### config.mk
export PLATFORM = sky130hd
export DESIGN_NAME = pool_top
export DESIGN_NICKNAME = d
export VERILOG_FILES = /design/src/rtl/pool_cfg_pkg.sv /design/src/rtl/pool_bus_pkg.sv /design/src/rtl/pool_loop_counter.sv /design/src/rtl/pool_fifo.sv /design/src/rtl/pool_ctrl.sv /design/src/rtl/map_fetch.sv /design/src/rtl/ofm_max_reduce.sv /design/src/rtl/pool_top.sv
export SDC_FILE = /design/constraint.sdc
export NUM_CORES = 1
export LEC_CHECK = 0
export BUFFER_PORTS_ARGS = -buffer_cell sky130_fd_sc_hd__buf_2
export CAP_MARGIN = 20
export CORE_ASPECT_RATIO = 1.2
export CORE_UTILIZATION = 54
export DETAILED_ROUTE_END_ITERATION = 7
export PLACE_DENSITY = 0.73
export SYNTH_ARGS = -nofsm -noshare
export SYNTH_HDL_FRONTEND = slang
export SYNTH_HIERARCHICAL = 1
export SYNTH_SLANG_ARGS = --single-unit
### constraint.sdc
create_clock -name clk -period 6.15 [get_ports clk]
set_input_delay 0.3075 -clock clk [delete_from_list [all_inputs] [get_ports clk]]
set_output_delay 0.3075 -clock clk [all_outputs]
set_load 0.03 [all_outputs]
### src/rtl/pool_cfg_pkg.sv
// ====================
// Job configuration and datapath widths for the max-pooling engine.
// Shared by the controller, the map fetch unit and the reduce unit.
// Reference these definitions by scoped name.
// ====================

`default_nettype none

package pool_cfg_pkg;

    // ====================
    // Fixed widths
    // ====================

    // One activation, unsigned
    localparam int act_width = 8;

    // Point indices and memory addresses
    localparam int idx_width = 12;

    // Channels per group, handled side by side
    localparam int num_lanes = 4;

    // Neighbour and group counts
    localparam int cnt_width = 4;

    // ====================
    // Types
    // ====================

    // Job descriptor, 20 bits
    typedef struct packed {
        logic [idx_width-1:0] num_points;
        logic [cnt_width-1:0] num_nb;
        logic [cnt_width-1:0] num_grp;
    } pool_cfg_t;

    // One activation vector, lane 0 in the low byte
    typedef logic [num_lanes-1:0][act_width-1:0] lanes_t;

endpackage

`default_nettype wire

### src/rtl/pool_bus_pkg.sv
// ====================
// Payload structs for the activation read tags and the result writes.
// Widths come from the job configuration package.
// ====================

`default_nettype none

package pool_bus_pkg;

    // Rides along with each activation read while it is in flight
    typedef struct packed {
        logic [pool_cfg_pkg::idx_width-1:0] wr_addr;
        // First neighbour loads the running maximum
        logic                               first;
        // Final neighbour releases the result
        logic                               last;
    } ofm_tag_t;

    // One pooled result on its way out, 44 bits
    typedef struct packed {
        logic [pool_cfg_pkg::idx_width-1:0] addr;
        pool_cfg_pkg::lanes_t               data;
    } wr_req_t;

endpackage

`default_nettype wire

### src/rtl/pool_loop_counter.sv
// ====================
// Wrapping loop counter with a run-time last value.
// Counts 0..last_value, one step per cycle with step high.
// ====================

`default_nettype none

module pool_loop_counter #(
    parameter int WIDTH = 4
) (
    input  logic             clk,
    input  logic             rst_n,
    input  logic             clear,
    input  logic             step,
    input  logic [WIDTH-1:0] last_value,
    output logic [WIDTH-1:0] count,
    output logic             wrap
);

    // High during the final iteration of the loop
    assign wrap = (count == last_value);

    always_ff @(posedge clk or negedge rst_n) begin
        if (!rst_n) begin
            count <= '0;
        end else if (clear) begin
            count <= '0;
        end else if (step) begin
            count <= wrap ? '0 : count + 1'b1;
        end
    end

endmodule

`default_nettype wire

### src/rtl/pool_fifo.sv
// ====================
// Small synchronous FIFO, circular buffer of DEPTH entries.
// Payload type set by T. Holds read tags and result writes.
// ====================

`default_nettype none

module pool_fifo #(
    parameter int  DEPTH = 2,
    parameter type T     = logic
) (
    input  logic clk,
    input  logic rst_n,
    input  T     in_data,
    input  logic in_valid,
    output logic in_ready,
    output T     out_data,
    output logic out_valid,
    input  logic out_ready,
    output logic empty
);

    localparam int PW = (DEPTH > 1) ? $clog2(DEPTH) : 1;
    localparam int CW = $clog2(DEPTH + 1);

    T              mem [DEPTH];
    logic [PW-1:0] wr_ptr;
    logic [PW-1:0] rd_ptr;
    logic [CW-1:0] count;
    logic          push;
    logic          pop;

    function automatic logic [PW-1:0] next_ptr(input logic [PW-1:0] p);
        return (p == PW'(DEPTH - 1)) ? '0 : p + 1'b1;
    endfunction

    assign in_ready  = (count != CW'(DEPTH));
    assign out_valid = (count != '0);
    assign empty     = ~out_valid;
    assign out_data  = mem[rd_ptr];
    assign push      = in_valid && in_ready;
    assign pop       = out_valid && out_ready;

    always_ff @(posedge clk or negedge rst_n) begin
        if (!rst_n) begin
            wr_ptr <= '0;
            rd_ptr <= '0;
            count  <= '0;
        end else begin
            if (push) begin
                wr_ptr <= next_ptr(wr_ptr);
            end
            if (pop) begin
                rd_ptr <= next_ptr(rd_ptr);
            end
            // Occupancy only moves when exactly one side transfers
            if (push && !pop) begin
                count <= count + 1'b1;
            end else if (pop && !push) begin
                count <= count - 1'b1;
            end
        end
    end

    always_ff @(posedge clk) begin
        if (push) begin
            mem[wr_ptr] <= in_data;
        end
    end

endmodule

`default_nettype wire

### src/rtl/pool_ctrl.sv
// ====================
// Job FSM of the pooling engine.
// Walks points, then per point the map reads, then groups x neighbours of
// activation reads. Builds the tag of every activation read.
// ====================

`default_nettype none

module pool_ctrl (
    input  logic                                   clk,
    input  logic                                   rst_n,
    input  pool_cfg_pkg::pool_cfg_t                cfg,
    input  logic                                   cfg_valid,
    output logic                                   cfg_ready,
    output pool_cfg_pkg::pool_cfg_t                job,
    output logic                                   map_start,
    output logic                                   map_req_valid,
    input  logic                                   map_req_ready,
    input  logic                                   map_done,
    output logic [pool_cfg_pkg::idx_width-1:0]     point,
    output logic [pool_cfg_pkg::cnt_width-1:0]     nb,
    output logic [pool_cfg_pkg::cnt_width-1:0]     grp,
    output logic                                   ofm_req_valid_int,
    input  logic                                   ofm_issue,
    output pool_bus_pkg::ofm_tag_t                 tag,
    input  logic                                   reduce_idle
);

    localparam int AW = pool_cfg_pkg::idx_width;

    typedef enum logic [1:0] {S_IDLE, S_MAP, S_OFM, S_DRAIN} state_t;

    state_t state;
    state_t next_state;
    logic   map_hs;
    logic   nb_wrap;
    logic   grp_wrap;
    logic   pt_wrap;
    logic   grp_step;
    logic   pt_step;

    // ====================
    // Handshakes and loop steps
    // ====================

    assign cfg_ready         = (state == S_IDLE);
    assign map_req_valid     = (state == S_MAP);
    assign ofm_req_valid_int = (state == S_OFM) && map_done;
    assign map_hs            = map_req_valid && map_req_ready;
    assign grp_step          = ofm_issue && nb_wrap;
    assign pt_step           = grp_step && grp_wrap;

    // New fill of the index buffer for the first and every next point
    assign map_start = (cfg_ready && cfg_valid) || (pt_step && !pt_wrap);

    always_ff @(posedge clk) begin
        if (cfg_ready && cfg_valid) begin
            job <= cfg;
        end
    end

    // Neighbour counter serves the map phase and the activation phase
    pool_loop_counter #(.WIDTH(pool_cfg_pkg::cnt_width)) u_nb_cnt (
        .clk        (clk),
        .rst_n      (rst_n),
        .clear      (cfg_ready),
        .step       (map_hs || ofm_issue),
        .last_value (job.num_nb - 1'b1),
        .count      (nb),
        .wrap       (nb_wrap)
    );

    pool_loop_counter #(.WIDTH(pool_cfg_pkg::cnt_width)) u_grp_cnt (
        .clk        (clk),
        .rst_n      (rst_n),
        .clear      (cfg_ready),
        .step       (grp_step),
        .last_value (job.num_grp - 1'b1),
        .count      (grp),
        .wrap       (grp_wrap)
    );

    pool_loop_counter #(.WIDTH(AW)) u_pt_cnt (
        .clk        (clk),
        .rst_n      (rst_n),
        .clear      (cfg_ready),
        .step       (pt_step),
        .last_value (job.num_points - 1'b1),
        .count      (point),
        .wrap       (pt_wrap)
    );

    // Result slot is point * num_grp + grp
    assign tag.wr_addr = AW'(point * job.num_grp) + AW'(grp);
    assign tag.first   = (nb == '0);
    assign tag.last    = nb_wrap;

    // ====================
    // State machine
    // ====================

    always_comb begin
        next_state = state;
        case (state)
            S_IDLE:  if (cfg_valid) next_state = S_MAP;
            S_MAP:   if (map_hs && nb_wrap) next_state = S_OFM;
            S_OFM:   if (pt_step) next_state = pt_wrap ? S_DRAIN : S_MAP;
            // Last write must have left the engine
            S_DRAIN: if (reduce_idle) next_state = S_IDLE;
            default: next_state = S_IDLE;
        endcase
    end

    always_ff @(posedge clk or negedge rst_n) begin
        if (!rst_n) begin
            state <= S_IDLE;
        end else begin
            state <= next_state;
        end
    end

endmodule

`default_nettype wire

### src/rtl/map_fetch.sv
// ====================
// Map read unit. Forms the map address of each neighbour and keeps the
// returned indices of the current point in a K_MAX entry buffer.
// ====================

`default_nettype none

module map_fetch #(
    parameter int K_MAX = 8
) (
    input  logic                               clk,
    input  logic                               rst_n,
    input  logic                               start,
    input  logic [pool_cfg_pkg::idx_width-1:0] point,
    input  logic [pool_cfg_pkg::cnt_width-1:0] nb,
    input  logic [pool_cfg_pkg::cnt_width-1:0] num_nb,
    output logic [pool_cfg_pkg::idx_width-1:0] map_addr,
    input  logic [pool_cfg_pkg::idx_width-1:0] map_rsp_data,
    input  logic                               map_rsp_valid,
    output logic                               map_rsp_ready,
    output logic                               map_done,
    input  logic [pool_cfg_pkg::cnt_width-1:0] rd_nb,
    output logic [pool_cfg_pkg::idx_width-1:0] nb_index
);

    localparam int AW = pool_cfg_pkg::idx_width;
    localparam int BW = $clog2(K_MAX);

    logic [AW-1:0]                      idx_buf [K_MAX];
    logic [pool_cfg_pkg::cnt_width-1:0] fill;

    // Map rows are K_MAX entries apart
    assign map_addr = AW'(point * K_MAX) + AW'(nb);

    // Buffer always has room, responses never stall
    assign map_rsp_ready = 1'b1;

    assign map_done = (fill == num_nb);
    assign nb_index = idx_buf[rd_nb[BW-1:0]];

    // Fill pointer, reset per point
    always_ff @(posedge clk or negedge rst_n) begin
        if (!rst_n) begin
            fill <= '0;
        end else if (start) begin
            fill <= '0;
        end else if (map_rsp_valid) begin
            fill <= fill + 1'b1;
        end
    end

    // Responses come back in request order
    always_ff @(posedge clk) begin
        if (map_rsp_valid) begin
            idx_buf[fill[BW-1:0]] <= map_rsp_data;
        end
    end

endmodule

`default_nettype wire

### src/rtl/ofm_max_reduce.sv
// ====================
// Activation read and max unit.
// Issues one read per neighbour and group, keeps the lane-wise unsigned
// maximum over the responses and queues one write per finished group.
// ====================

`default_nettype none

module ofm_max_reduce #(
    parameter int TAG_DEPTH = 4,
    parameter int WR_DEPTH  = 2
) (
    input  logic                               clk,
    input  logic                               rst_n,
    input  logic [pool_cfg_pkg::idx_width-1:0] nb_index,
    input  logic [pool_cfg_pkg::cnt_width-1:0] grp,
    input  logic [pool_cfg_pkg::cnt_width-1:0] num_grp,
    input  pool_bus_pkg::ofm_tag_t             tag_in,
    input  logic                               req_valid_int,
    output logic [pool_cfg_pkg::idx_width-1:0] ofm_addr,
    output logic                               ofm_req_valid,
    input  logic                               ofm_req_ready,
    output logic                               ofm_issue,
    input  pool_cfg_pkg::lanes_t               ofm_rsp_data,
    input  logic                               ofm_rsp_valid,
    output logic                               ofm_rsp_ready,
    output pool_bus_pkg::wr_req_t              wr,
    output logic                               wr_valid,
    input  logic                               wr_ready,
    output logic                               idle
);

    localparam int AW = pool_cfg_pkg::idx_width;

    pool_bus_pkg::ofm_tag_t tag_head;
    logic                   tag_in_ready;
    logic                   tag_valid;
    logic                   tag_empty;
    logic                   rsp_hs;
    pool_cfg_pkg::lanes_t   max_q;
    logic [AW-1:0]          addr_q;
    logic                   emit;
    pool_bus_pkg::wr_req_t  wr_push;
    logic                   wr_in_ready;
    logic                   wr_empty;

    // ====================
    // Request side
    // ====================

    assign ofm_addr      = AW'(nb_index * num_grp) + AW'(grp);
    assign ofm_req_valid = req_valid_int && tag_in_ready;
    assign ofm_issue     = ofm_req_valid && ofm_req_ready;

    pool_fifo #(.DEPTH(TAG_DEPTH), .T(pool_bus_pkg::ofm_tag_t)) u_tag_fifo (
        .clk       (clk),
        .rst_n     (rst_n),
        .in_data   (tag_in),
        .in_valid  (ofm_issue),
        .in_ready  (tag_in_ready),
        .out_data  (tag_head),
        .out_valid (tag_valid),
        .out_ready (rsp_hs),
        .empty     (tag_empty)
    );

    // ====================
    // Response side
    // ====================

    // Hold off while a result is on its way into the queue, so that its
    // slot is still free when it lands
    assign ofm_rsp_ready = tag_valid && wr_in_ready && !emit;
    assign rsp_hs        = ofm_rsp_valid && ofm_rsp_ready;

    always_ff @(posedge clk) begin
        if (rsp_hs) begin
            for (int i = 0; i < pool_cfg_pkg::num_lanes; i++) begin
                if (tag_head.first || (ofm_rsp_data[i] > max_q[i])) begin
                    max_q[i] <= ofm_rsp_data[i];
                end
            end
            addr_q <= tag_head.wr_addr;
        end
    end

    // Final neighbour of a group
    always_ff @(posedge clk or negedge rst_n) begin
        if (!rst_n) begin
            emit <= 1'b0;
        end else begin
            emit <= rsp_hs && tag_head.last;
        end
    end

    assign wr_push.addr = addr_q;
    assign wr_push.data = max_q;

    pool_fifo #(.DEPTH(WR_DEPTH), .T(pool_bus_pkg::wr_req_t)) u_wr_fifo (
        .clk       (clk),
        .rst_n     (rst_n),
        .in_data   (wr_push),
        .in_valid  (emit),
        .in_ready  (wr_in_ready),
        .out_data  (wr),
        .out_valid (wr_valid),
        .out_ready (wr_ready),
        .empty     (wr_empty)
    );

    // Nothing in flight, nothing queued
    assign idle = tag_empty && wr_empty && !emit;

endmodule

`default_nettype wire

### src/rtl/pool_top.sv
// ====================
// Top level of the max-pooling engine.
// One job per cfg transfer; cfg_ready comes back once the last
// write of the job is accepted. All ports are valid/ready.
// ====================

`default_nettype none

module pool_top #(
    parameter int K_MAX     = 8,
    parameter int TAG_DEPTH = 4,
    parameter int WR_DEPTH  = 2
) (
    input  logic                               clk,
    input  logic                               rst_n,
    input  pool_cfg_pkg::pool_cfg_t            cfg,
    input  logic                               cfg_valid,
    output logic                               cfg_ready,
    output logic [pool_cfg_pkg::idx_width-1:0] map_addr,
    output logic                               map_req_valid,
    input  logic                               map_req_ready,
    input  logic [pool_cfg_pkg::idx_width-1:0] map_rsp_data,
    input  logic                               map_rsp_valid,
    output logic                               map_rsp_ready,
    output logic [pool_cfg_pkg::idx_width-1:0] ofm_addr,
    output logic                               ofm_req_valid,
    input  logic                               ofm_req_ready,
    input  pool_cfg_pkg::lanes_t               ofm_rsp_data,
    input  logic                               ofm_rsp_valid,
    output logic                               ofm_rsp_ready,
    output pool_bus_pkg::wr_req_t              wr,
    output logic                               wr_valid,
    input  logic                               wr_ready
);

    pool_cfg_pkg::pool_cfg_t            job;
    logic                               map_start;
    logic                               map_done;
    logic [pool_cfg_pkg::idx_width-1:0] point;
    logic [pool_cfg_pkg::cnt_width-1:0] nb;
    logic [pool_cfg_pkg::cnt_width-1:0] grp;
    logic                               ofm_req_valid_int;
    logic                               ofm_issue;
    pool_bus_pkg::ofm_tag_t             tag;
    logic                               reduce_idle;
    logic [pool_cfg_pkg::idx_width-1:0] nb_index;

    pool_ctrl u_ctrl (
        .clk               (clk),
        .rst_n             (rst_n),
        .cfg               (cfg),
        .cfg_valid         (cfg_valid),
        .cfg_ready         (cfg_ready),
        .job               (job),
        .map_start         (map_start),
        .map_req_valid     (map_req_valid),
        .map_req_ready     (map_req_ready),
        .map_done          (map_done),
        .point             (point),
        .nb                (nb),
        .grp               (grp),
        .ofm_req_valid_int (ofm_req_valid_int),
        .ofm_issue         (ofm_issue),
        .tag               (tag),
        .reduce_idle       (reduce_idle)
    );

    map_fetch #(.K_MAX(K_MAX)) u_map_fetch (
        .clk           (clk),
        .rst_n         (rst_n),
        .start         (map_start),
        .point         (point),
        .nb            (nb),
        .num_nb        (job.num_nb),
        .map_addr      (map_addr),
        .map_rsp_data  (map_rsp_data),
        .map_rsp_valid (map_rsp_valid),
        .map_rsp_ready (map_rsp_ready),
        .map_done      (map_done),
        .rd_nb         (nb),
        .nb_index      (nb_index)
    );

    ofm_max_reduce #(.TAG_DEPTH(TAG_DEPTH), .WR_DEPTH(WR_DEPTH)) u_reduce (
        .clk           (clk),
        .rst_n         (rst_n),
        .nb_index      (nb_index),
        .grp           (grp),
        .num_grp       (job.num_grp),
        .tag_in        (tag),
        .req_valid_int (ofm_req_valid_int),
        .ofm_addr      (ofm_addr),
        .ofm_req_valid (ofm_req_valid),
        .ofm_req_ready (ofm_req_ready),
        .ofm_issue     (ofm_issue),
        .ofm_rsp_data  (ofm_rsp_data),
        .ofm_rsp_valid (ofm_rsp_valid),
        .ofm_rsp_ready (ofm_rsp_ready),
        .wr            (wr),
        .wr_valid      (wr_valid),
        .wr_ready      (wr_ready),
        .idle          (reduce_idle)
    );

endmodule

`default_nettype wire

==> impl_metrics.tcl, run 1 <==
set metrics [dict create \
    grt_pass1_wl_um 52430 \
    syn-instance-count 1178 \
    tightest_slew_ns 0.9791 \
    drv_slew 0 \
    synth_commonest_cells "edfxtp_1, inv_1, ha_1, nand2_1, and2_1" \
    rsz0062_at_grt "no" \
    p_leak_nw 8.162 \
    die_area_sq_um 33110 \
    critical_path.max_fanout 20 \
    rows 71 \
    drt_iter0_drc 603 \
    relSlewSlack_pct 34.42 \
    cts_tree "done" \
    clockBufferDepth 3 \
    die_w_um 166.3 \
    synth-edff-count 304 \
    h-tree-depth 2 \
    cts_buffers 35 \
    fin_nets 1591 \
    grt-ovfl-total 0 \
    synth_cell_types 75 \
    status "complete, but fails checks" \
    cp-end-kind "output pin" \
    grt_start_max_net_pins 45 \
    antenna_found_initial 0 \
    syn_nets 1381 \
    ys_ff_latch 342 \
    drv_cap 0 \
    drc 16 \
    routed_via_density 5.463 \
    clk_transition_reported_paths_ns 0.06 \
    syn_avg_cell_area_sq_um 14.85 \
    place.gp.congestion 0.7801 \
    worstPathRequired_ns 5.84 \
    final_core_util_pct 64.18 \
    portBuffers 144 \
    area_growth_syn_to_layout_pct 16.05 \
    yosys_warnings 6 \
    finalHoldViolations 0 \
    setup_violations 0 \
    core-area_sq_um 31630 \
    synthArstFlopShare_pct 11.11 \
    powerDensity_nw_per_um2 533.8 \
    synth_top_area_share_pct 52.20 \
    synth.cell_area_sq_um 17490 \
    grt_usage_pct 20.17 \
    yosysMostFrequentCell "edfxtp_1" \
    synth_seq_area_share_pct 57.64 \
    start_util_pct 55.30 \
    root_buffer "clkbuf_16" \
    postRouteAntennaNets 0 \
    synth.area.top_cells "edfxtp_1, ha_1, dfrtp_1" \
    fin_setup_tns_ns 0 \
    hpwl_um 21450 \
    dr.pass1.iters 8 \
    critPathKind "reg -> out" \
    start_kind "register" \
    diodes 0 \
    num_vias 9920 \
    violations "design-rule violations" \
    clock-sinks 342 \
    cts_setup_buffers 0 \
    fmax_mhz 179.5 \
    hold_path_class "in -> reg" \
    pin_count 146 \
    drt-wirelength-per-cell_um 17.80 \
    finalPower_mw 10.83 \
    fin_skew_ns 0.01738 \
    grt_pass1_vias 10440 \
    period_share_pct 90.58 \
    die_height_um 199.1 \
    drive_above_1_share_pct 22.47 \
    fin_crit_ns 5.571 \
    clk_latency_ns 0.51 \
    synth_top_area_cell "edfxtp_1" \
    worst_ep_arrival_time_ns 5.26 \
    drt_wl_total_um 32320 \
    synth-main-ff-cell "edfxtp_1" \
    ir_worst_vdd_uv 878.0 \
]
-- per-stage QoR --
| stage | hold WS (ns) | cell area [sq um] | setup slack [ns] | std cells |
|---|---|---|---|---|
| finish | 0.02435 | 20300 | 0.5793 | 1816 |
| floorplan | 0.01191 | 17490 | 1.160 | 1178 |
| global route | 0.0008398 | 20300 | 0.3150 | 1816 |
| CTS | 0.0002706 | 20270 | 0.2233 | 1815 |
| global placement | 0.4236 | 18560 | 0.8655 | 1702 |
| detailed placement | 0.4290 | 18560 | 0.7796 | 1702 |
-- metal layers --
layer	routed length, um	vias up	track usage (%)
met3	1708	56	3.466
met4	833	0	7.305
met1	13360	4856	24.22
li1	-	4742	-
met5	0	-	0
met2	16410	266	36.68
-- worst paths after layout --
kind / slack (ns) / end / cells past startpoint / start
max in group asynchronous: 4.98 / u_reduce/u_wr_fifo/rd_ptr$_DFFE_PN0P_ / 2 / rst_n
hold reg to reg: 0.44 / u_reduce/u_wr_fifo/mem[0][32]$_DFFE_PP_ / 0 / u_reduce/addr_q[0]$_DFFE_PP_
setup reg to reg: 1.81 / u_reduce/u_tag_fifo/mem[3][12]$_DFFE_PP_ / 11 / u_ctrl/job[2]$_DFFE_PP_
hold / removal: 0.02 / u_reduce/max_q[30]$_DFFE_PP_ / 1 / ofm_rsp_data[30]
setup / recovery: 0.58 / ofm_addr[10] / 13 / u_ctrl/u_nb_cnt/count[0]$_DFFE_PN0P_
min in group asynchronous: 0.47 / u_map_fetch/fill[1]$_DFFE_PN0P_ / 2 / rst_n
-- worst max-delay path: stages, from the launching register on --
cell and delay, ns:
dfrtp_2 0.71, mux4_1 0.61, mux2_2 0.31, nand2_1 0.11, fa_1 0.48, fa_1 0.51, fa_1 0.51, inv_1 0.04
ha_1 0.31, a21oi_1 0.13, o31ai_1 0.52, nand4_1 0.16, o311ai_1 0.09, buf_2 0.24
-- sequential cells by signal (all words and copies together), names as in the netlist --
signal                      count
u_reduce/u_wr_fifo/mem         88
u_reduce/u_wr_fifo/count        2
u_reduce/u_tag_fifo/rd_ptr      2
u_ctrl/state                    2
u_reduce/u_wr_fifo/wr_ptr       1
u_ctrl/u_pt_cnt/count          12
u_reduce/max_q                 32
u_map_fetch/fill                4
u_ctrl/u_nb_cnt/count           4
u_reduce/u_tag_fifo/wr_ptr      2
u_ctrl/u_grp_cnt/count          4
u_map_fetch/idx_buf            96
u_ctrl/job                     20
u_reduce/u_tag_fifo/mem        56
u_reduce/emit                   1
u_reduce/u_tag_fifo/count       3
u_reduce/addr_q                12
u_reduce/u_wr_fifo/rd_ptr       1
-- placed cells by master, fill, tap and decap left out, types with 4 or more instances in the layout --
cell type      Yosys  final
buf_2              5    144
dfrtp_1           38     36
a21o_1             4      4
mux2_4            39     39
o21ai_1            4      4
and2_2             8      8
mux4_1            27     27
and3_1             6      5
buf_4              5     16
fa_1              39     39
nor2_1            49     47
o21a_1            11     11
o21ai_0           21     21
inv_1             94     94
ha_1              92     92
xor2_1            50     50
nor2b_1           14     14
and2_1            51     51
nand2_1           71     71
a21oi_1           26     26
edfxtp_1         304    304
nand2b_1           9      9
clkbuf_16          0     36
and4_1             5      5
mux2i_1            5      5
nor3_1            10     10
bufinv_16          0      6
nand3b_1           4      4
mux2_2            24     24
nand4_1            9      9
nor4_1             9      9
dlygate4sd3_1      0     49
xnor2_1           32     32
and4b_1            4      4
nand3_1           10     10
or2b_1             5      5
o32ai_1            4      4
mux4_2            11     11
clkbuf_1          13     10
a31oi_1            9      9
-- logic make-up after synthesis --
kind of cell               Yosys count  synth area share, %
other                                1              0.02144
muxes                              106                10.65
buffers and inverters              132                3.677
and+or+nand+nor                    283                8.908
DFF                                342                57.64
xor gates and xnor gates            83                4.200
AOI/OAI and AO/OA                  100                3.856
adders and majority gates          131                11.05
-- power breakdown --
group          switching [mW]  internal [mW]  total, mW
logic                    3.13           2.04       5.17
clock network           0.855           1.37       2.23
registers               0.364           3.08       3.44
-- area by class of cell --
class	instances	area, sq um
multi-input combinational	704	6777
inverter	95	356.6
clock buffer	49	979.7
timing repair buffer	210	1351
fill	2269	11330
tap	401	501.7
sequential	342	10080
clock inverter	15	247.7
-- timing repair --
item                                    4_1_cts  5_1_grt
hold endpoints to repair                     86        0
endpoints found under the setup margin        0        1
hold buffers                                 49        0
gates resized for setup                       0        1
Note: power is estimated with default switching activity, not from simulation.
==> run 2: changes to the inputs <==
--- a/config.mk
+++ b/config.mk
@@ -8,9 +8,9 @@
 export BUFFER_PORTS_ARGS = -buffer_cell sky130_fd_sc_hd__buf_2
 export CAP_MARGIN = 20
 export CORE_ASPECT_RATIO = 1.2
-export CORE_UTILIZATION = 54
+export CORE_UTILIZATION = 35
 export DETAILED_ROUTE_END_ITERATION = 7
-export PLACE_DENSITY = 0.73
+export PLACE_DENSITY = 0.53
 export SYNTH_ARGS = -nofsm -noshare
 export SYNTH_HDL_FRONTEND = slang
 export SYNTH_HIERARCHICAL = 1
==> run 2 against run 1 <==
Effect of this change: the run now ends clean; sequential share of layout area is 1.2 points lower; register-to-register slack gained 0.02 ns; largest power group unchanged; critical endpoint unchanged; critical path type unchanged; global-route usage decreased by 6.4 points; clock power up 8%; power is 2.2% higher; fmax fell by 1.0%; sequential cell count is the same.
==> impl_metrics.tcl, run 2 (same netlist as run 1, synthesis figures left out) <==
set metrics [dict create \
    crit_start "u_ctrl/u_nb_cnt/count[0]$_DFFE_PN0P_" \
    drc 0 \
    clk_transition_reported_paths_ns 0.06 \
    rows 89 \
    power.switching_mw 4.472 \
    fin_skew_ns 0.02084 \
    grt_usage_pct 13.80 \
    final_cell_mix "edfxtp_1, buf_2, inv_1" \
    cts_tree "done" \
    grt_start_max_net_pins 45 \
    clk_latency_ns 0.55 \
    seq_power_share_pct 30.7 \
    root_buffer "clkbuf_16" \
    fillers 4557 \
    place.gp.congestion 0.7590 \
    grt_pass1_wl_um 54310 \
    worstPathRequired_ns 5.84 \
    final_common_cell "edfxtp_1" \
    cts_buffers 38 \
    grt-ovfl-total 0 \
    fin_setup_tns_ns 0 \
    p_sw_share_pct 40.41 \
    fin_nets 1605 \
    critical_path.max_fanout 14 \
    drt_wl_total_um 34650 \
    period_share_pct 91.50 \
    critPathKind "reg -> out" \
    core-area_sq_um 49220 \
    comb_power_share_pct 47.6 \
    setup_violations 0 \
    drt_iter0_drc 444 \
    die_w_um 206.1 \
    crit_end "ofm_addr[10]" \
    regToRegEndpoint "u_reduce/u_tag_fifo/mem[3][13]$_DFFE_PP_" \
    met2_wirelength_um 17510 \
    drt-wirelength-per-cell_um 16.75 \
    drive_above_1_share_pct 22.63 \
    area_growth_syn_to_layout_pct 18.97 \
    relSlewSlack_pct 33.96 \
    clock-sinks 342 \
    reg2regPathDepth 11 \
    tightest_slew_ns 0.9861 \
    worst_ep_arrival_time_ns 5.32 \
    drv_slew 0 \
    die_area_sq_um 50870 \
    drv_cap 0 \
    h-tree-depth 2 \
    r2r_slack_ns 1.83 \
    postRouteAntennaNets 0 \
    cts_resized 0 \
    largest_register_ff_count 96 \
    routed.top_layer "met4" \
    rsz0062_at_grt "no" \
    fmax_mhz 177.7 \
    cp-end-kind "output pin" \
    p_leak_nw 8.264 \
    pin_count 146 \
    grt_pass1_vias 10340 \
    finalHoldViolations 0 \
    powerDensity_nw_per_um2 531.9 \
    die_height_um 246.9 \
    drt-met1-wl_um 14810 \
    p_int_mw 6.595 \
    hpwl_um 23710 \
    antenna_found_initial 0 \
    status "finished clean" \
    start_util_pct 35.53 \
    hold_path_class "in -> reg" \
    r2r_start "u_ctrl/job[2]$_DFFE_PP_" \
    met3_length_um 1648 \
    dr.pass1.iters 4 \
    portBuffers 144 \
    num_vias 9959 \
    clockBufferDepth 3 \
    start_kind "register" \
    ir_worst_vdd_uv 1039 \
    routed_via_density 4.813 \
    diodes 0 \
    fin_crit_ns 5.627 \
    clock_power_share_pct 21.7 \
    finalPower_mw 11.07 \
]
run 2: cell types whose count changed in the layout (fill, tap and decap cells not counted), sizes merged:
cell,previous run,this run
clkinv,8,17
bufinv,6,7
clkbuf,49,45
dlygate4sd3,49,58
buf,161,163
run 2: timing repair:
action	CTS	global route
buffers inserted	0	0
hold buffers	58	0
endpoints found under the hold margin	116	0
run 2: cell type report:
cell class	instances	area [sq um]	area share (%)
Sequential cell	342	10080	48.45
Multi-Input combinational cell	704	6779	32.58
Timing Repair Buffer	221	1464	7.036
Clock buffer	45	998.5	4.799
Tap cell	637	797.0	3.831
Inverter	95	356.6	1.714
Clock inverter	25	330.3	1.588
run 2: layer usage:
metal  vias up  global-route usage [%]
met4         0                   4.952
met2       195                   24.45
met1      4955                   16.44
li1       4764                       -
met3        45                   2.768
met5         -                       0
run 2: power by group through the flow:
stage / Clock, mW / Combinational, mW / Sequential (mW)
floorplan: 0 / 4.11 / 3.29
global placement: 0 / 5.21 / 3.46
detailed placement: 0 / 5.25 / 3.48
CTS: 2.47 / 5.32 / 3.43
global route: 2.55 / 5.77 / 3.46
finish: 2.40 / 5.27 / 3.40
run 2: through the flow:
stage / hold slack [ns] / setup slack, ns / utilization [%] / std cells / area (sq um)
after CTS: 0.001089 / 0.08895 / 42.22 / 2068 / 20780
after detailed placement: 0.4313 / 0.7056 / 38.34 / 1940 / 18870
after global placement: 0.4225 / 0.7577 / 38.34 / 1940 / 18870
after global routing: 0.02241 / 0.2102 / 42.27 / 2069 / 20810
final: 0.02796 / 0.5228 / 42.27 / 2069 / 20810
after floorplan: 0.01191 / 1.160 / - / 1178 / 17490
run 2: worst min path at each step:
stage	start	to	depth (start not counted)
2_1_floorplan	rst_n	u_ctrl/state[0]$_DFFE_PN0P_	0
3_3_place_gp	u_reduce/addr_q[2]$_DFFE_PP_	u_reduce/u_wr_fifo/mem[0][34]$_DFFE_PP_	0
3_5_place_dp	u_reduce/addr_q[1]$_DFFE_PP_	u_reduce/u_wr_fifo/mem[1][33]$_DFFE_PP_	0
4_1_cts	map_rsp_data[9]	u_map_fetch/idx_buf[3][9]$_DFFE_PP_	1
5_1_grt	map_rsp_data[7]	u_map_fetch/idx_buf[7][7]$_DFFE_PP_	1
6_report	map_rsp_data[6]	u_map_fetch/idx_buf[1][6]$_DFFE_PP_	1
run 2: worst max-delay path, cell delays in order (launching register included):
cell and delay, ns:
dfrtp_1 0.60, buf_16 0.21, mux4_1 0.55, mux2_2 0.31, nand2_1 0.09, fa_1 0.45, fa_1 0.51, fa_1 0.51
inv_1 0.04, ha_1 0.31, a21oi_1 0.12, o31ai_1 0.54, nand4_1 0.17, o311ai_1 0.10, buf_2 0.24
